## src/mem_params.svh

```systemverilog
`ifndef MEM_PARAMS_SVH
`define MEM_PARAMS_SVH

// ----------------------------------------
// bus widths
// ----------------------------------------
`define MEM_ADDR_W 32       // byte address
`define MEM_DATA_W 32       // one word per beat
`define MEM_STRB_W 4        // byte lanes per word

// ----------------------------------------
// ram window, starts at address zero
// ----------------------------------------
`define MEM_INDEX_W 10      // 1024 words = 4 KiB

// ----------------------------------------
// memory-mapped hooks, data port only
// ----------------------------------------
`define MEM_PRINT_ADDR 32'h1000_0000   // low byte goes to console
`define MEM_EXIT_ADDR  32'h2000_0004   // exit with written value
`define MEM_HALT_ADDR  32'h2000_0010   // exit with value zero

// axi response codes
`define MEM_RESP_OKAY   2'd0
`define MEM_RESP_SLVERR 2'd2

`endif
```

## src/mem_pkg.sv

```systemverilog
`include "mem_params.svh"

package mem_pkg;

  // byte offset bits inside one word
  localparam int OFFSET_W = $clog2(`MEM_STRB_W);
  // everything above the ram index, zero for a ram hit
  localparam int TAG_W = `MEM_ADDR_W - `MEM_INDEX_W - OFFSET_W;

  // ----------------------------------------
  // channel payloads
  // ----------------------------------------
  typedef struct packed {
    logic [`MEM_ADDR_W-1:0] addr;  // byte address of the beat
  } addr_req_t;

  typedef struct packed {
    logic [`MEM_DATA_W-1:0] data;  // write word
    logic [`MEM_STRB_W-1:0] strb;  // one bit per byte lane
  } wdata_t;

  typedef struct packed {
    logic [`MEM_DATA_W-1:0] data;  // zero on slverr
    logic [1:0]             resp;  // okay or slverr
  } rdata_t;

  typedef logic [1:0] bresp_t;     // write response code

  // ----------------------------------------
  // address decode views
  // ----------------------------------------
  typedef struct packed {
    logic [TAG_W-1:0]       tag;     // must be zero to reach ram
    logic [`MEM_INDEX_W-1:0] index;  // ram word index
    logic [OFFSET_W-1:0]    offset;  // byte within word, ignored by ram
  } ram_addr_t;

  // same address word, compared whole against hooks
  // or split into tag/index/offset for the ram
  typedef union packed {
    logic [`MEM_ADDR_W-1:0] flat;
    ram_addr_t              ram;
  } mem_addr_u;

  // true when the address lands inside the ram window
  function automatic logic in_ram(mem_addr_u a);
    return a.ram.tag == '0;
  endfunction

endpackage

```

## src/axi_read_port.sv

```systemverilog
`include "mem_params.svh"

module axi_read_port (
  input  logic                    clk_i,
  input  logic                    reset_i,
  // read address channel
  input  logic                    ar_valid_i,
  output logic                    ar_ready_o,
  input  mem_pkg::addr_req_t      ar_i,
  // read data channel
  output logic                    r_valid_o,
  input  logic                    r_ready_i,
  output mem_pkg::rdata_t         r_o,
  // ram port, read only
  output logic                    ram_en_o,
  output logic [`MEM_INDEX_W-1:0] ram_index_o,
  input  logic [`MEM_DATA_W-1:0]  ram_rdata_i
);

  // idle, then read cycle in ram, then response held until taken
  typedef enum logic [1:0] {
    S_IDLE,
    S_READ,
    S_RESP
  } state_t;

  state_t             state_q;
  logic               r_valid_q;  // response registered and on the bus
  mem_pkg::mem_addr_u addr_q;     // captured request address
  logic               hit;        // request inside the ram window

  assign hit         = mem_pkg::in_ram(addr_q);
  assign ar_ready_o  = (state_q == S_IDLE);  // one outstanding read
  assign ram_en_o    = (state_q == S_READ) && hit;  // no ram access on slverr
  assign ram_index_o = addr_q.ram.index;
  assign r_valid_o   = r_valid_q;

  // ----------------------------------------
  // control
  // ----------------------------------------
  always_ff @(posedge clk_i) begin
    if (reset_i) begin
      state_q   <= S_IDLE;
      r_valid_q <= 1'b0;
    end else begin
      case (state_q)
        S_IDLE: if (ar_valid_i) state_q <= S_READ;  // ready is high in idle
        S_READ: state_q <= S_RESP;                  // ram samples index here
        S_RESP: begin
          if (!r_valid_q) begin
            r_valid_q <= 1'b1;                      // data loaded this edge
          end else if (r_ready_i) begin
            r_valid_q <= 1'b0;                      // r handshake
            state_q   <= S_IDLE;
          end
        end
        default: state_q <= S_IDLE;
      endcase
    end
  end

  // ----------------------------------------
  // payload
  // ----------------------------------------
  always_ff @(posedge clk_i) begin
    if (ar_valid_i && ar_ready_o) begin
      addr_q <= ar_i.addr;
    end
    if ((state_q == S_RESP) && !r_valid_q) begin
      r_o.data <= hit ? ram_rdata_i : '0;                   // zero data out of range
      r_o.resp <= hit ? `MEM_RESP_OKAY : `MEM_RESP_SLVERR;
    end
  end

  // response must not change under back-pressure
  a_r_stable: assert property (@(posedge clk_i) disable iff (reset_i)
    r_valid_o && !r_ready_i |=> r_valid_o && $stable(r_o));

endmodule

```

## config.mk

```make
export PLATFORM = sky130hd
export DESIGN_NAME = axi_read_port
export DESIGN_NICKNAME = d
export VERILOG_FILES = /design/src/mem_pkg.sv /design/src/axi_read_port.sv
export VERILOG_INCLUDE_DIRS = /design/src
export SDC_FILE = /design/constraint.sdc
export NUM_CORES = 1
export LEC_CHECK = 0
export BUFFER_PORTS_ARGS = -buffer_cell sky130_fd_sc_hd__buf_2
export CORE_MARGIN = 5
export CORE_UTILIZATION = 33
export DETAILED_ROUTE_END_ITERATION = 6
export PLACE_DENSITY = 0.64
export SYNTH_ARGS = -nofsm -noshare
export SYNTH_HDL_FRONTEND = slang
export SYNTH_SLANG_ARGS = --single-unit
```

## constraint.sdc

```tcl
create_clock -name clk_i -period 5.6 [get_ports clk_i]
set_input_delay 0.28 -clock clk_i [delete_from_list [all_inputs] [get_ports clk_i]]
set_output_delay 0.28 -clock clk_i [all_outputs]
set_load 0.05 [all_outputs]
```

# == Yosys cells after proc, flatten, opt, wreduce, memory -nomap -nowiden ==
# Cells that the tools add are included.
# word_totals
register_bits,69
in_bits,68
out_inout_bits,47
wordCells,24
# classes
n_eq_ne,5
muxes,7
reduce_logical,7
# ops
cell,count
20-bit logical NOT,1
2-bit two-way mux,4
"2-bit != test, second input constant",3
2-bit one-hot mux with 3 select lines,1
1-bit logical AND,3
3-bit AND reduction,1
"2-bit by 1-bit equality test with 1-bit output, second input constant",1
"2-bit equality test, second input constant",1
2-bit logical NOT,1
1-bit two-way mux,2
1-bit logical NOT,1

# == Logic depth before layout (Yosys ltp) ==
# Gate-level depths: netlist of the first run.
# depth
ltp_word,3
depth_mapped,4
mapped_depth_nobuf,3

# == Worst setup path after synthesis of the first run ==
# No wires, ideal clock.
# synth_timing
path_type,register -> output
startpoint,reg addr_q[26] in the netlist's numbering
endpoint,out ram_en_o
t_arrival_ns,2.587
required_time_ns,5.320
setup_slack_ns,2.733
stages_incl_launch_ff,5
n_path_buf,1
cell_sequence,edfxtp_1 nor4_1 nand4_1 buf_2 nor4_1
# synth_between
elab_chain_len,2
# synth_lines
item,line_no,rtl
from (decl),axi_read_port.sv:29,mem_pkg::mem_addr_u addr_q;
from (signal assigned),axi_read_port.sv:67,addr_q <= ar_i.addr;
20-bit logical NOT,mem_pkg.sv:47,return a.ram.tag == '0;
1-bit logical AND,axi_read_port.sv:34,assign ram_en_o = (state_q == S_READ) && hit;
to (decl),axi_read_port.sv:15,"output logic ram_en_o,"
# Every way passes these cells.

# == Final worst setup path of the first run ==
# layout_timing
startpoint,reg addr_q[13] in the netlist's numbering
endpoint,out ram_en_o
# Same word-level chain as after synthesis.

==> results of run 1 <==
[worst max-delay path: cells and delay by family, from the launching register on]
kind | cells | cell delay (ps)
simple gates | 3 | 770
flops | 1 | 370
buf+inv | 2 | 620
[synthesized netlist by cell type]
cell type   n
a21oi_1     1
and2_1      1
buf_1       6
buf_2       3
buf_4      11
clkbuf_1    5
conb_1      1
dfxtp_1     3
edfxtp_1   63
mux2i_1     1
nand2_1     2
nand2b_1   32
nand4_1     1
nor2_1      4
nor2b_1     4
nor4_1      8
nor4_2     29
or2_1       1
or4b_1      1
[cell families (layout without fill, tap and decap cells)]
family                 after synthesis  after routing  share of synthesized area
AOI/OAI and AO/OA                    1              1                    0.00179
muxes                                1              1                    0.00358
other                                1              1                    0.00134
buffers and inverters               25            130                     0.0496
DFF                                 66             66                      0.697
and+or+nand+nor                     83             83                      0.246
[through the flow]
step                cell area [um2]  setup WS, ps  power (mW)
global placement               3380          3570       0.735
finish                         3560          3210        1.10
global route                   3560          3030        1.15
floorplan                      2800          2730       0.696
CTS                            3560          3130        1.12
detailed placement             3380          3520       0.738
[state kept, by name, summed over array words and instances (netlist names)]
register and count:
r_o 33, addr_q 30, state_q 2, r_valid_o 1
[power by group through the flow]
stage	Sequential [mW]	Combinational, mW	Clock [mW]
finish	0.584	0.139	0.375
global route	0.588	0.149	0.414
CTS	0.585	0.142	0.389
detailed placement	0.596	0.141	0
global placement	0.595	0.140	0
floorplan	0.623	0.0721	0
[per-layer routing]
metal,GRT usage,vias to the layer above,share of wire
met2,0.182,61,0.49
li1,-,854,-
met1,0.144,835,0.41
met4,0.0515,2,0.012
met5,0,-,0.0012
met3,0.0403,6,0.083
[cell type report]
type	instances	area, um2	area share
clock buffers	9	124	0.0348
clock inverters	7	60.1	0.0169
multi-input cells	86	716	0.201
flip-flops and latches	66	1950	0.548
well taps	105	131	0.0369
repair buffers	114	578	0.162
[how the worst max path moves through the flow]
| stage | cells after the start | slack [ps] | start | endpoint |
|---|---|---|---|---|
| floorplan | 4 | 2730 | addr_q[26] | ram_en_o |
| global placement | 5 | 3570 | addr_q[13] | ram_en_o |
| global route | 5 | 3030 | addr_q[13] | ram_en_o |
| CTS | 5 | 3130 | addr_q[13] | ram_en_o |
| detailed placement | 5 | 3520 | addr_q[13] | ram_en_o |
| finish | 5 | 3210 | addr_q[13] | ram_en_o |
==> run metrics, run 1 <==
CP startpoint kind flip-flop; layout cells sized above 1 0.571; vias post-DR 1758; TNS Setup 0 ps; worst min-delay path class in2reg; YS warnings 0; core area 8260 um2; Worst VDD drop 0.000147 V; fillcell total 807; vias per inst 4.54; WHS Endpoint addr_q[3]; net switching power 0.321 mW; CTS buffer count 9; die height 102 um; Setup Buffers After CTS 0; worst slew pin tran 943 ps; CTS tree built; Synth Register Bits 66; pin count of the biggest net entering global routing 35; run status complete, no violations; Fin Hold WS 111 ps; top post-synthesis cells by area edfxtp_1 68%, nor4_2 13%, nand2b_1 7.2%, buf_4 3.0%, dfxtp_1 2.1%; internal power component 0.777 mW; relative slew slack 0.370; Final Util 0.431; Final Cycle Share 0.428; Clock Skews 8.04 ps; Seq pwr share 0.532; Worst EP required 5320 ps; post-synthesis cell count 177; Post-Syn Nets 245; vias in the first global route 1827; clk sink count 66; initial cell density of the core 0.339; CP arrival 2110 ps; max-cap violation count 0; Clock power frac 0.342; WL final 5740 um; final hold violations 0; R2R Setup Slk 3610 ps; initial antenna violation count 1; combinational fraction of design power 0.126; # diodes 0; cell taking the most area after synthesis edfxtp_1; I/O pins 115; Leak 1.27 nW; critical-path maximum fanout 34; RSZ-0062 raised after global routing false; placed cells 371; switch share 0.292; synthesized cell area 2800 um2; HP Start ar_i[3]; endpoints failing setup 0; gr ovfl total 0; maximum clock frequency 0.418 GHz; mean post-synth cell area 15.8 um2; cell mode on critical path nor4_1; CTS root buffer clkbuf_8; H-tree levels 3; power density over the cells 308 nW/um2; cells along the critical path nor4_1, nand4_1, buf_4, nor4_1, buf_2; reg2reg start addr_q[13]; reg2reg end r_o[1]; Seq/Total Area, Yosys 0.697; Clock Tree Buf Depth 2; drt pass-1 iters 4; most common cell after layout, fill and taps aside buf_2; max-slew violation count 0; reg2reg path depth 4; Hold Buf Count CTS 0; crit path kind reg2out; most frequent cells in the layout 111 x buf_2, 63 x edfxtp_1, 32 x nand2b_1; Routed wire per std cell 14.8 um; global-route usage over all layers 0.115; Hold Path Stages 1; RePlAce Congestion 0.685; DRC viols 0; Row Count 33; Non-Filler Instances 387; area grow syn2layout 27.2%; Clock Pin Slew Worst Setup and Hold Paths 80 ps; Final min period 2390 ps; die area 10400 um2; worst stage delay on the critical path 380 ps; Final ANT Viol Nets 0; post-synth top area share 0.676; fin nets 345; Die X 102 um; post_cts resized 0; Port Buffers 111; crit end category primary output; Clock Latency Late Sink 340 ps; Synth cell types 19; initial drt markers 57; Crit-path slowest cell nor4_1; DP HPWL 4000 um; first-pass GRT wire length 8970 um
Power figures use the tool's default switching activity.
==> inputs of run 2 (changes only) <==
Clock period 5.6 ns to 2.3 ns, I/O delays scaled along.
==> run 2 against run 1 <==
Against the previous run: critical endpoint unchanged; clock-buffer cell count unchanged; sequential share of layout area decreased by 5.5 points; register-to-register slack got worse by 3100 ps.
==> run metrics, run 2 (synthesis gave the netlist of run 1 again) <==
run status complete, no violations; max-slew violation count 0 (unchanged); Worst VDD drop 0.000471 V (+220%); endpoints failing setup 0 (unchanged); # diodes 0 (unchanged); pin count of the biggest net entering global routing 33 (-5.7%); worst slew pin tran 979 ps (+36.2 ps); Clock Latency Late Sink 340 ps (about the same); reg2reg start addr_q[14]; power density over the cells 714 nW/um2 (+130%); RePlAce Congestion 0.726 (+6.0%); CP arrival 1890 ps (-220 ps); HP Start ar_valid_i; combinational fraction of design power 0.144 (+0.018); switch share 0.277 (-0.0151); maximum clock frequency 0.500 GHz; worst min-delay path class in2reg; clk sink count 66 (unchanged); I/O pins 115 (unchanged); internal power component 2.04 mW (+160%); Placed Area 3440 um2 (+1.9%); first-pass GRT wire length 9930 um (+11%); CTS tree built; reg2reg end r_o[18]; die area 10400 um2 (unchanged); Row Count 33 (unchanged); Clock Tree Buf Depth 2 (unchanged); R2R Setup Slk 500 ps (-3110 ps); fin nets 380 (+10%); fillcell total 739 (-8.4%); RSZ-0062 raised after global routing false; DRC viols 0 (unchanged); Hold Path Stages 3 (+2); vias in the first global route 1974 (+8.0%); core area 8260 um2 (unchanged); Routed wire per std cell 15.4 um (+3.6%); Port Buffers 111 (unchanged); initial drt markers 50 (-12%); global-route usage over all layers 0.127 (+0.0120); vias post-DR 1892 (+7.6%); DP HPWL 4260 um (+6.4%); H-tree levels 3 (unchanged); Clock Skews 9.86 ps (+1.82 ps); Leak 1.45 nW (+14%); PnR Total Power 2.83 mW (+160%); crit end category primary output; Clock power frac 0.357 (+0.015); net switching power 0.783 mW (+140%); Final Cycle Share 0.870; crit path kind reg2out; Seq pwr share 0.499 (-0.033); CTS root buffer clkbuf_8; Final ANT Viol Nets 0 (unchanged); critical-path maximum fanout 4 (-88%); final hold violations 0 (unchanged); TNS Setup 0 ps (unchanged); WL final 6490 um (+13%); drt pass-1 iters 4 (unchanged); Post-Layout Inst Area 3960 um2 (+11%); WHS Endpoint state_q[0]; initial antenna violation count 0 (-1); max-cap violation count 0 (unchanged); Final min period 2000 ps; post_cts resized 0 (unchanged); number of flip-flops in the largest register 33 (unchanged); Clock Pin Slew Worst Setup and Hold Paths 70 ps (about the same); die height 102 um (unchanged); layout cells sized above 1 0.524 (-0.0473); area grow syn2layout 41.4%; Die X 102 um (unchanged); initial cell density of the core 0.339 (unchanged); CP startpoint kind flip-flop; CP startpoint addr_q[14]; relative slew slack 0.347 (-0.0228); Worst EP required 2180 ps (-3140 ps); gr ovfl total 0 (unchanged); Reg with most FFs r_o; vias per inst 4.48 (-1.3%); CTS buffer count 9 (unchanged); biggest regs r_o x33, addr_q x30, state_q x2; most frequent cells in the layout 110 x buf_2, 63 x edfxtp_1, 32 x nand2b_1; most common cell after layout, fill and taps aside buf_2; reg2reg path depth 4 (unchanged)
[run 2: worst max path at each step]
stage / to / cells after the start
final: ram_en_o / 4
after global routing: ram_en_o / 4
after CTS: ram_en_o / 4
after detailed placement: r_o[18] / 4
after global placement: r_o[1] / 3
after floorplan: addr_q[10] / 2
[run 2: cell type report]
cell class	count	area, um2	area share
multi-input combinational	86	722	0.182
tap	105	131	0.0332
timing repair buffer	149	946	0.239
sequential	66	1950	0.493
clock inverter	7	83.8	0.0212
clock buffer	9	124	0.0313
[run 2: repair_timing]
item	4_1_cts	5_1_grt
hold endpoints to repair	33	0
setup buffers	0	0
hold buffers	31	0
[run 2: worst max-delay path: stages, from the launching register on]
cell and delay (ps):
edfxtp_1 380, nor4_1 380, nand4_1 240, nor4_2 360, buf_12 190
[run 2: through the flow]
stage | hold slack, ps | utilization | std cells | setup WS [ps]
after floorplan | 187 | - | 177 | 37.4
after global placement | 292 | 0.417 | 375 | 534
after detailed placement | 293 | 0.417 | 375 | 517
after CTS | 99.8 | 0.479 | 422 | 268
after global routing | 117 | 0.479 | 422 | 82.6
final | 125 | 0.479 | 422 | 298
[run 2: per-layer routing]
layer / global-route usage / wire [um]
met5: 0 / 0
met4: 0.0575 / 115
met3: 0.0382 / 418
met1: 0.149 / 2620
met2: 0.216 / 3340
[run 2: power groups by stage]
| stage | registers (mW) | logic, mW | clock network, mW |
|---|---|---|---|
| global placement | 1.44 | 0.367 | 0 |
| finish | 1.41 | 0.407 | 1.01 |
| CTS | 1.41 | 0.411 | 1.05 |
| global route | 1.42 | 0.432 | 1.10 |
| detailed placement | 1.44 | 0.368 | 0 |
| floorplan | 1.52 | 0.176 | 0 |
