--- src/mem_params.svh ---
`ifndef MEM_PARAMS_SVH
`define MEM_PARAMS_SVH

// ----------------------------------------
// bus widths
// ----------------------------------------
`define MEM_ADDR_W 32       // byte address
`define MEM_DATA_W 32       // one word per beat
`define MEM_STRB_W 4        // byte lanes per word

// ----------------------------------------
// ram window, starts at address zero
// ----------------------------------------
`define MEM_INDEX_W 10      // 1024 words = 4 KiB

// ----------------------------------------
// memory-mapped hooks, data port only
// ----------------------------------------
`define MEM_PRINT_ADDR 32'h1000_0000   // low byte goes to console
`define MEM_EXIT_ADDR  32'h2000_0004   // exit with written value
`define MEM_HALT_ADDR  32'h2000_0010   // exit with value zero

// axi response codes
`define MEM_RESP_OKAY   2'd0
`define MEM_RESP_SLVERR 2'd2

`endif
--- src/mmio_sink.sv ---
`include "mem_params.svh"

module mmio_sink (
  input  logic                   clk_i,
  input  logic                   reset_i,
  input  logic                   hook_valid_i,  // one cycle per hook write
  input  logic [`MEM_ADDR_W-1:0] hook_addr_i,
  input  logic [`MEM_DATA_W-1:0] hook_data_i,
  output logic                   print_valid_o,
  output logic [7:0]             print_char_o,
  output logic                   exit_valid_o,
  output logic [`MEM_DATA_W-1:0] exit_value_o
);

  // strobes
  always_ff @(posedge clk_i) begin
    if (reset_i) begin
      print_valid_o <= 1'b0;
      exit_valid_o  <= 1'b0;
    end else begin
      print_valid_o <= hook_valid_i && (hook_addr_i == `MEM_PRINT_ADDR);
      exit_valid_o  <= hook_valid_i && ((hook_addr_i == `MEM_EXIT_ADDR) ||
                                        (hook_addr_i == `MEM_HALT_ADDR));
    end
  end

  // payloads, only meaningful with their strobe
  always_ff @(posedge clk_i) begin
    if (hook_valid_i) begin
      case (hook_addr_i)
        `MEM_PRINT_ADDR: print_char_o <= hook_data_i[7:0];  // low byte only
        `MEM_EXIT_ADDR:  exit_value_o <= hook_data_i;
        `MEM_HALT_ADDR:  exit_value_o <= '0;                // halt means clean exit
        default: ;
      endcase
    end
  end

  a_one_strobe: assert property (@(posedge clk_i) disable iff (reset_i)
    !(print_valid_o && exit_valid_o));

endmodule

--- config.mk ---
export PLATFORM = sky130hd
export DESIGN_NAME = mmio_sink
export DESIGN_NICKNAME = d
export VERILOG_FILES = /design/src/mmio_sink.sv
export VERILOG_INCLUDE_DIRS = /design/src
export SDC_FILE = /design/constraint.sdc
export NUM_CORES = 1
export LEC_CHECK = 0
export ABC_AREA = 1
export BUFFER_PORTS_ARGS = -buffer_cell sky130_fd_sc_hd__buf_2
export CORE_ASPECT_RATIO = 1.5
export CORE_MARGIN = 2
export CORE_UTILIZATION = 42
export CTS_BUF_LIST = sky130_fd_sc_hd__clkbuf_8 sky130_fd_sc_hd__clkbuf_16
export CTS_CLUSTER_DIAMETER = 150
export DETAILED_ROUTE_END_ITERATION = 7
export PLACE_DENSITY = 0.86
export SLEW_MARGIN = 20
export SYNTH_ARGS = -nofsm -noshare
export SYNTH_HDL_FRONTEND = slang
export SYNTH_SLANG_ARGS = --single-unit
--- constraint.sdc ---
create_clock -name clk_i -period 2.8 [get_ports clk_i]
set_clock_uncertainty 0.15 [all_clocks]
set_input_delay 0.42 -clock clk_i [delete_from_list [all_inputs] [get_ports clk_i]]
set_output_delay 0.42 -clock clk_i [all_outputs]
set_load 0.02 [all_outputs]
After elaboration in Yosys (flattened, before gate mapping)
Cells that the tools add are included.
- register bits after elaboration: 42
- latch bits: 0
- bits in writable memories: 0
- bits in read-only memories: 0
- input bits: 67
- output and inout port bits: 42
- logic and storage cells: 14
- memories kept: 0
- $add $sub $neg: 0
- multiply operators: 0
- div/mod/pow operators: 0
- order comparisons: 0
- equal/unequal tests: 3
- shifts and indexed selects: 0
- mux-type cells: 1
- bitwise operators: 0
- reduce and logical (&&, ||, !) cells: 6
- operators with widths (operator ; count):
    == test 32 x 30 -> 1 bit (second input constant) ; 2
    one-hot mux 32 bit (2 select lines) ; 1
    == test 32 x 29 -> 1 bit (second input constant) ; 1
    AND reduction 2 bit ; 2
    logical AND 1 bit ; 2
    nonzero test 2 bit ; 1
    logical OR 1 bit ; 1

Longest topological paths before layout
Gate-level depths: netlist of the first run.
- word-level depth: 3
- mapped depth: 8
- mapped depth without buffers: 8

Least setup slack after synthesis of the first run
No wires, ideal clock.
- kind: input to register
- from: in hook_addr_i[23]
- to: reg exit_value_o[0] (enable)
- setup time: 387 ps
- arrival time: 1574 ps
- required time: 2263 ps
- slack: 689 ps
- stages on the path: 7
- buffers on the path: 0
- path through: nor2_1 -> nand2_1 -> nor2_1 -> nand2_1 -> nor2_1 -> nand2_1 -> inv_1
- longest elaborated chain between the ends: 3
- elaborated cells on any way between the ends: 4
- those cells by class: eq/ne: 2; reduce/logical: 2
- RTL lines (what ; RTL line ; RTL):
    start: declaration ; mmio_sink.sv:7 ; input logic [`MEM_ADDR_W-1:0] hook_addr_i,
    == test 32 x 30 -> 1 bit ; mmio_sink.sv:30 ; case (hook_addr_i)
    nonzero test 2 bit (no line) * ; - ;
    AND reduction 2 bit (no line) * ; - ;
    end signal: assignment ; mmio_sink.sv:32 ; `MEM_EXIT_ADDR: exit_value_o <= hook_data_i;
    end: declaration ; mmio_sink.sv:12 ; output logic [`MEM_DATA_W-1:0] exit_value_o
Mark *: on every way between the ends. The rest lies on a longest branch, timed or not.
A chain may end at the register's enable or synchronous reset.

Worst setup path in the final report of the first run
- from: in hook_addr_i[7]
- to: reg exit_value_o[13] (data pin)
- longest elaborated chain between the ends: 2
- elaborated cells on any way between the ends: 3
- those cells by class: eq/ne: 2; mux: 1
- RTL lines (what ; RTL line):
    == test 32 x 30 -> 1 bit ; mmio_sink.sv:30
    one-hot mux 32 bit (2 select lines) * ; mmio_sink.sv:30
Marks and branches as above.

==> results of run 1 <==
[worst max-delay path by stage]
stage	startpoint	endpoint	slack, ns	depth (start not counted)
after floorplan	hook_addr_i[23]	exit_value_o[0]$_SDFFCE_PN0P_	0.69	7
after global placement	hook_addr_i[11]	exit_value_o[2]$_SDFFCE_PN0P_	0.74	7
after detailed placement	hook_addr_i[11]	exit_value_o[13]$_SDFFCE_PN0P_	0.62	7
after CTS	hook_addr_i[11]	exit_value_o[13]$_SDFFCE_PN0P_	0.93	7
after global routing	hook_addr_i[7]	exit_value_o[27]$_SDFFCE_PN0P_	0.80	7
final	hook_addr_i[7]	exit_value_o[13]$_SDFFCE_PN0P_	0.99	7
[layer usage]
metal	vias to the layer above	track usage, %
li1	716	-
met5	-	0
met2	82	30.3
met4	0	11.4
met1	605	14.8
met3	11	4.98
[layout by cell type (no fill, tap or decap)]
cell type / n
sky130_fd_sc_hd__buf_4: 1
sky130_fd_sc_hd__edfxtp_1: 40
sky130_fd_sc_hd__dfxtp_1: 2
sky130_fd_sc_hd__nor2_2: 2
sky130_fd_sc_hd__nor2_4: 1
sky130_fd_sc_hd__bufinv_16: 1
sky130_fd_sc_hd__buf_2: 108
sky130_fd_sc_hd__nor2_1: 58
sky130_fd_sc_hd__nor3_1: 1
sky130_fd_sc_hd__nand3_1: 3
sky130_fd_sc_hd__nand2_1: 15
sky130_fd_sc_hd__inv_1: 38
sky130_fd_sc_hd__clkbuf_8: 6
[power by group through the flow]
stage / clock network (mW) / registers [mW] / logic, mW
detailed placement: 0 / 0.700 / 0.0807
global placement: 0 / 0.700 / 0.0762
global route: 0.510 / 0.686 / 0.0936
finish: 0.474 / 0.686 / 0.0800
CTS: 0.488 / 0.686 / 0.0811
floorplan: 0 / 0.700 / 0.0282
[through the flow]
stage               instance area, µm²  setup slack [ns]  instances  utilization, %  hold WS [ns]
global route                      2420             0.795        321            61.1         0.145
global placement                  2300             0.736        313            58.2         0.452
floorplan                         1730             0.689        162               -         0.342
finish                            2420             0.987        321            61.1         0.153
CTS                               2420             0.933        321            61.1         0.143
detailed placement                2300             0.615        313            58.2         0.453
[worst max-delay path, delay by kind of cell]
| kind | cells | cell delay (ns) |
|---|---|---|
| buffers and inverters | 1 | 0.09 |
| AND/OR/NAND/NOR | 6 | 1.13 |
[cells by family (layout without fill, tap and decap cells)]
family | count (synthesis) | after routing | synth area share (%)
AND/OR/NAND/NOR | 80 | 80 | 18.4
flip-flops | 42 | 42 | 71.7
buffers and inverters | 40 | 154 | 9.97
[sequential cells by signal, summed over array words and instances, names as in the netlist]
register and count:
print_char_o 8, exit_value_o 32, exit_valid_o 1, print_valid_o 1
[layout make-up]
cell class              instances  area share, %
well taps                      45           2.33
clock buffers                   6           3.41
flip-flops and latches         42           51.3
repair buffers                109           22.7
clock inverters                 2           1.40
inverters                      37           5.74
multi-input cells              80           13.1
==> flow_results.org, run 1 <==
** Route
- Met1 Routed Length :: 1.22 mm
- The detail route stage leaves a number of antenna-violating nets equal to 0.
- Detailed routing placed a total of 374 µm of wire on met3.
- In the final routed layout, each cell accounts on average for 11.5 µm.
- The first routing iteration left 31 violations.
- First-pass detailed-route iteration total :: 4
- Vias :: 1414
- Number of DRC violations after detailed routing :: 0
- Routed length on met2 :: 1.96 mm
- Max layer used :: met4
- For this block, the routed nets add up to 3.68 mm of wire.
- Using the TritonRoute via totals, the vias-per-cell ratio works out to 4.40.

** STA
- The worst path needs 1.81 ns of the cycle, external delays included.
- The number of endpoints with negative hold slack in the final report came to 0.
- Setup repair after global routing left no endpoint under its margin.
- Final count of pins violating max slew :: 0
- Setup violations remaining at the end of the flow were counted as 0.
- After routing, the total negative slack on setup checks comes to 0 ns.
- The final critical path takes up 64.8% of the cycle.
- Headroom to the max-slew limit came out at 54.3%.
- Max frequency :: 552 MHz
- Slew at the pin with the worst max-slew slack :: 0.684 ns

** Logic synthesis
- Yosys printed 0 warnings.
- Biggest area consumer among synthesized cells :: sky130_fd_sc_hd__edfxtp_1
- In the synthesized netlist the dominant register cell turns out to be sky130_fd_sc_hd__edfxtp_1.
- After synthesis, the cell types taking the most area are sky130_fd_sc_hd__edfxtp_1 69%, sky130_fd_sc_hd__nor2_1 13%, sky130_fd_sc_hd__inv_1 8.0%, sky130_fd_sc_hd__nand2_1 3.3%, sky130_fd_sc_hd__dfxtp_1 2.3%.
- Portion of synthesized cell area occupied by the leading cell type :: 69.4%
- EDFF count, synth :: 40
- Post-synthesis register bit count :: 42
- Synthesis instantiated 10 different standard cells from the library.
- Post-synthesis cell area :: 1730 µm²
- In the synthesized netlist, the cells that appear most often are 58 x sky130_fd_sc_hd__nor2_1, 40 x sky130_fd_sc_hd__edfxtp_1, 37 x sky130_fd_sc_hd__inv_1.
- Number of nets in the synthesized netlist :: 229
- Async set-or-reset flop fraction in the synthesized netlist :: 0%
- Register area share after synthesis :: 71.7%
- Count of mapped cells out of synthesis :: 162
- In the post-synthesis netlist, the cell with the most instances is sky130_fd_sc_hd__nor2_1.
- Each instance of the synthesized netlist takes up on average 10.7 µm².

** GRT
- Number of global-route vias before repair :: 1341
- Total congestion overflow :: 0
- GRT Total Usage :: 16.3%
- Entering global routing, the biggest net connects 33 pins.
- The initial antenna violation count is 0.
- Wire length of the first global-routing pass :: 5.63 mm

** CTS
- CTS tree :: built
- Clk pin slew, worst setup/hold paths :: 0.07 ns
- The number of setup buffers added after CTS is 0.
- Maximum buffer depth of the clock tree :: 2
- The tree is rooted in a sky130_fd_sc_hd__clkbuf_8.
- In this run, post-CTS repair resized a total of 0 instances.
- In this run, CTS created clock tree buffers numbering 5.
- Level count of the clock H-tree :: 2
- Hold buffer count at cts :: 0
- Counting every sink on the clock net gives 42.

** Pwr
- Of the total power, the clock network draws 38.2%.
- For this design the total switching power over the nets is 0.221 mW.
- Of the total power, the share spent switching nets is 17.9%.
- Sequential cell fraction of total power :: 55.3%
- Cell-internal power :: 1.02 mW
- Gate power share :: 6.4%
- Static leakage :: 1.19 nW
- Largest vdd supply drop :: 317 µV
- For this design the ratio of total power to cell area is 513 nW/µm².
- After layout, the design draws a total of 1.24 mW.

** Flow run
- Across the run, the number of max-cap violations was 0.

** Worst setup path
- Counting stages on the worst path, the most repeated cell is sky130_fd_sc_hd__nor2_1.
- CP Capture Type :: flip-flop
- Startpoint type of the worst setup path :: input port
- Classification of the worst setup path :: in2reg
- Maximum fanout encountered on the critical timing path :: 32
- CP max stage cell :: sky130_fd_sc_hd__nor2_4
- Walking the worst path, the cells encountered are buf_2, nor2_1, nand2_1, nor2_1, nand2_1, nor2_4, nor2_1.
- The largest single stage delay on the critical path is 0.56 ns.
- STA puts the critical path data required time at 2.66 ns.
- Crit path DAT :: 1.67 ns

** Cells and area
- Multi-input gate area :: 318 µm²
- The post-route netlist has 43.1% of its cells at a drive strength greater than 1.
- Number of antenna diodes :: 0
- Summing all flip-flop and latch instances after layout gives 1240 µm².
- Number of nets in the layout :: 342
- Relative to the synthesized area, the layout overhead comes to 39.7%.
- Filler cell count in the final layout :: 362

** Die
- Core region area :: 3960 µm²
- IO Count :: 109
- In this run the vertical extent of the chip is 82.6 µm.
- Starting density of the core :: 43.7%
- Horiz. Die Dim :: 56.4 µm
- The die covers 4660 µm².
- The initialized floorplan defines 28 standard-cell rows.

** Placed design
- The count of buffers added on input and output ports is 108.
- Final GP Congestion :: 0.789
- DP HPWL :: 2.90 mm

** Worst hold path
- Hold Path Origin :: reset_i
- The path class of the tightest hold or removal check is in2reg.
- Endpoint of the worst hold path :: exit_valid_o$_SDFF_PP0_
- Worst hold path stage count :: 2

** Run status
- The flow ran to the end, and the final reports show no timing, DRC or antenna violations.
Power figures use the tool's default switching activity.
==> inputs of run 2 (changes only) <==
--- a/config.mk
+++ b/config.mk
@@ -6,15 +6,15 @@
 export SDC_FILE = /design/constraint.sdc
 export NUM_CORES = 1
 export LEC_CHECK = 0
-export ABC_AREA = 1
+export ABC_AREA = 0
 export BUFFER_PORTS_ARGS = -buffer_cell sky130_fd_sc_hd__buf_2
 export CORE_ASPECT_RATIO = 1.5
 export CORE_MARGIN = 2
-export CORE_UTILIZATION = 42
+export CORE_UTILIZATION = 44
 export CTS_BUF_LIST = sky130_fd_sc_hd__clkbuf_8 sky130_fd_sc_hd__clkbuf_16
 export CTS_CLUSTER_DIAMETER = 150
 export DETAILED_ROUTE_END_ITERATION = 7
-export PLACE_DENSITY = 0.86
+export PLACE_DENSITY = 0.87
 export SLEW_MARGIN = 20
 export SYNTH_ARGS = -nofsm -noshare
 export SYNTH_HDL_FRONTEND = slang
==> constraint.sdc (replaced) <==
create_clock -name clk_i -period 1.85 [get_ports clk_i]
set_clock_uncertainty 0.15 [all_clocks]
set_input_delay 0.2775 -clock clk_i [delete_from_list [all_inputs] [get_ports clk_i]]
set_output_delay 0.2775 -clock clk_i [all_outputs]
set_load 0.02 [all_outputs]
==> flow_results.org, run 2 <==
** Cells and area
- Register with the most flip-flops :: exit_value_o
- Compared with the post-synthesis result, the final layout area differs by 37.9%.
- The register with the most flip-flops in the layout has 32 of them.
- Number of antenna diodes :: 0
- Top Registers :: exit_value_o (32), print_char_o (8)
- Leaving out fill and tap cells, the most frequent cell in the layout is sky130_fd_sc_hd__buf_2.
- For this run, the number of standard cells in the final layout without fillers is 266.
- Most frequent cells in the layout :: 108 x sky130_fd_sc_hd__buf_2, 40 x sky130_fd_sc_hd__edfxtp_1, 30 x sky130_fd_sc_hd__a21boi_2
- In the final layout, the share of cells above drive strength 1 is 73.2%.
- Number of nets in the layout :: 286

** Worst hold path
- The startpoint identified for the worst hold timing path is hook_data_i[2].
- Worst hold path type :: in2reg

** CTS
- # clock sinks :: 42
- After clock tree synthesis, the repair step resized 0 gates.
- TritonCTS built the clock tree.
- The number of clock buffers added by TritonCTS is 5.
- After clock tree synthesis, the clock-pin slew on the worst setup and hold paths is 0.08 ns.
- Level count of the clock H-tree :: 2
- Hold buffer count at cts :: 0
- Count of buffers added by post-CTS timing repair for setup :: 0
- In this run the deepest clock path goes through 2 buffers.
- CTS placed an instance of sky130_fd_sc_hd__clkbuf_8 at the clock tree root.

** Worst setup path
- The critical path in this run is classified as in2reg.
- The worst setup path is launched from an input port.
- The worst setup path is captured at a flip-flop.
- Along the worst path, the maximum fanout reaches 32.
- Crit path DAT :: 1.37 ns
- Max incr delay on CP :: 0.29 ns
- Walking the worst path, the cells encountered are buf_2, nor4_4, nand2_1, nor3_4, buf_12.
- CP required :: 1.69 ns
- CP max stage cell :: sky130_fd_sc_hd__nor4_4
- In this run the worst setup path begins at hook_addr_i[9].

** Placed design
- The number of placed instances, taps included, is 258.
- DP HPWL :: 2.98 mm
- Placement Setup Slack :: -0.00443 ns
- Total of buffers placed on input and output ports :: 108
- The congestion estimate from routability-driven global placement came to 0.710.

** STA
- The number of endpoints with negative hold slack in the final report is 0.
- Measured against its own limit, the worst slew margin works out to 76.2%.
- Based on the critical path, the design can be clocked at up to 654 MHz.
- Across all setup checks in the final design, the least slack found is 0.320 ns.
- For the pin with the worst max-slew slack, the measured transition is 0.351 ns.
- Setup repair after global routing left no endpoint under its margin.
- Total of endpoints with negative setup slack in the final report :: 0
- Final count of pins violating max slew :: 0
- For the finished layout, the period the worst path requires is 1.53 ns.
- Sum Neg Setup Slack :: 0 ns
- Dividing the final minimum period by the clock period gives 82.7%.

** Logic synthesis
- By area the synthesized netlist is led by sky130_fd_sc_hd__edfxtp_1 62%, sky130_fd_sc_hd__a21boi_2 17%, sky130_fd_sc_hd__buf_12 6.2%, sky130_fd_sc_hd__nor4_4 3.3%, sky130_fd_sc_hd__dfxtp_1 2.1%.
- Register area share after synthesis :: 63.9%
- The most common cell in the synthesized netlist is sky130_fd_sc_hd__edfxtp_1.
- The cell count after synthesis came out at 104.
- Unique masters post-synth :: 17
- EDFF count, synth :: 40
- During synthesis, Yosys emitted a total of 0 warnings.
- Portion of synthesized cell area occupied by the leading cell type :: 61.9%
- Biggest area consumer among synthesized cells :: sky130_fd_sc_hd__edfxtp_1
- Number of nets in the synthesized netlist :: 171
- Post-synthesis register bit count :: 42
- Among all flip-flop cells after synthesis, the most frequent one is sky130_fd_sc_hd__edfxtp_1.
- Most used standard cells in the synthesized netlist :: 40 x sky130_fd_sc_hd__edfxtp_1, 30 x sky130_fd_sc_hd__a21boi_2, 6 x sky130_fd_sc_hd__buf_12
- Post-synthesis cell area :: 1940 µm²
- For this run, asynchronously set or reset flops after synthesis account for 0%.
- Synthesized area divided by synthesized cell count :: 18.7 µm²

** Die
- IO Count :: 109
- Total Die Area :: 4970 µm²
- The die is 85.4 µm tall.
- Starting density of the core :: 45.7%
- Cell row count :: 29
- Horiz. Die Dim :: 58.2 µm
- After floorplanning, the core was sized to cover 4250 µm².

** Run status
- The run finished with clean final reports.

** Pwr
- Power density over the cells :: 696 nW/µm²
- Largest vdd supply drop :: 545 µV
- Static leakage :: 1.08 nW

** GRT
- Initial antenna violation count :: 0
- Largest net degree at the start of global routing :: 33
- Total congestion overflow :: 0
- Across every metal layer, demand over resource in global routing totals 16.3%.
- Wire length of the first global-routing pass :: 6.02 mm
- Number of global-route vias before repair :: 1341

** Flow run
- Maxcap violations :: 0

** Route
- The detailed router finished its first iteration with 10 violations.
- Post-detailed-route wirelength per cell :: 14.2 µm
- For this run, the detailed router's first-pass iteration total came to 3.
- After detailed routing, the number of remaining DRC violations is 0.
- Total wirelength of the detailed-routed design :: 3.77 mm
- Vias :: 1353
- Using the TritonRoute via totals, the vias-per-cell ratio works out to 5.09.
- In this run the remaining antenna-violating nets after routing total 0.
-- run 2: cell count changes after synthesis, moves of 6 or more --
cell and delta:
sky130_fd_sc_hd__nor2_1 -56, sky130_fd_sc_hd__inv_1 -37, sky130_fd_sc_hd__a21boi_2 +30, sky130_fd_sc_hd__nand2_1 -14, sky130_fd_sc_hd__buf_12 +6
-- run 2: cell families (layout without fill, tap and decap cells) --
family | after synthesis | count (layout) | share of synthesized area (%)
AO/OA/AOI/OAI | 32 | 32 | 18.2
XOR/XNOR | 1 | 1 | 0.451
buffers and inverters | 6 | 122 | 6.19
flip-flops | 42 | 42 | 63.9
AND/OR/NAND/NOR | 23 | 23 | 11.3
-- run 2: metal layers --
layer	track usage, %	share of wire, %	vias to the layer above
met5	0	0	-
met4	8.88	2.4	0
met3	3.66	8.5	7
met2	29.0	54	77
met1	17.3	35	621
li1	-	-	648
-- run 2: critical path: cells and delay by family --
kind	cells	cell delay, ns
AND/OR/NAND/NOR	3	0.73
buffers and inverters	2	0.34
-- run 2: worst paths after layout --
check                                             to  slack, ns  depth (start not counted)
worst max-delay path  exit_value_o[29]$_SDFFCE_PN0P_       0.32                          5
worst min-delay path       print_char_o[2]$_DFFE_PP_       0.02                          1
-- run 2: report_power, final --
group | internal [mW] | switching (mW) | total, mW
Combinational | 0.0893 | 0.0532 | 0.142
Sequential | 1.04 | 0.000000000125 | 1.04
Clock | 0.393 | 0.290 | 0.683
Total | 1.52 | 0.343 | 1.86
-- run 2: cell type report --
cell class | count | area, µm²
Fill cell | 346 | 1570
Clock buffer | 5 | 68.8
Sequential cell | 42 | 1240
Timing Repair Buffer | 114 | 648
Clock inverter | 3 | 37.5
Tap cell | 46 | 57.6
Multi-Input combinational cell | 56 | 624
-- run 2: metrics by stage --
step	power [mW]	util (%)	hold slack [ns]	area [µm²]
global placement	1.20	60.6	0.318	2570
finish	1.86	63.1	0.0209	2680
detailed placement	1.20	60.6	0.318	2570
CTS	1.88	63.1	0.0116	2680
floorplan	1.11	-	0.206	1990
global route	1.93	63.1	0.00971	2680
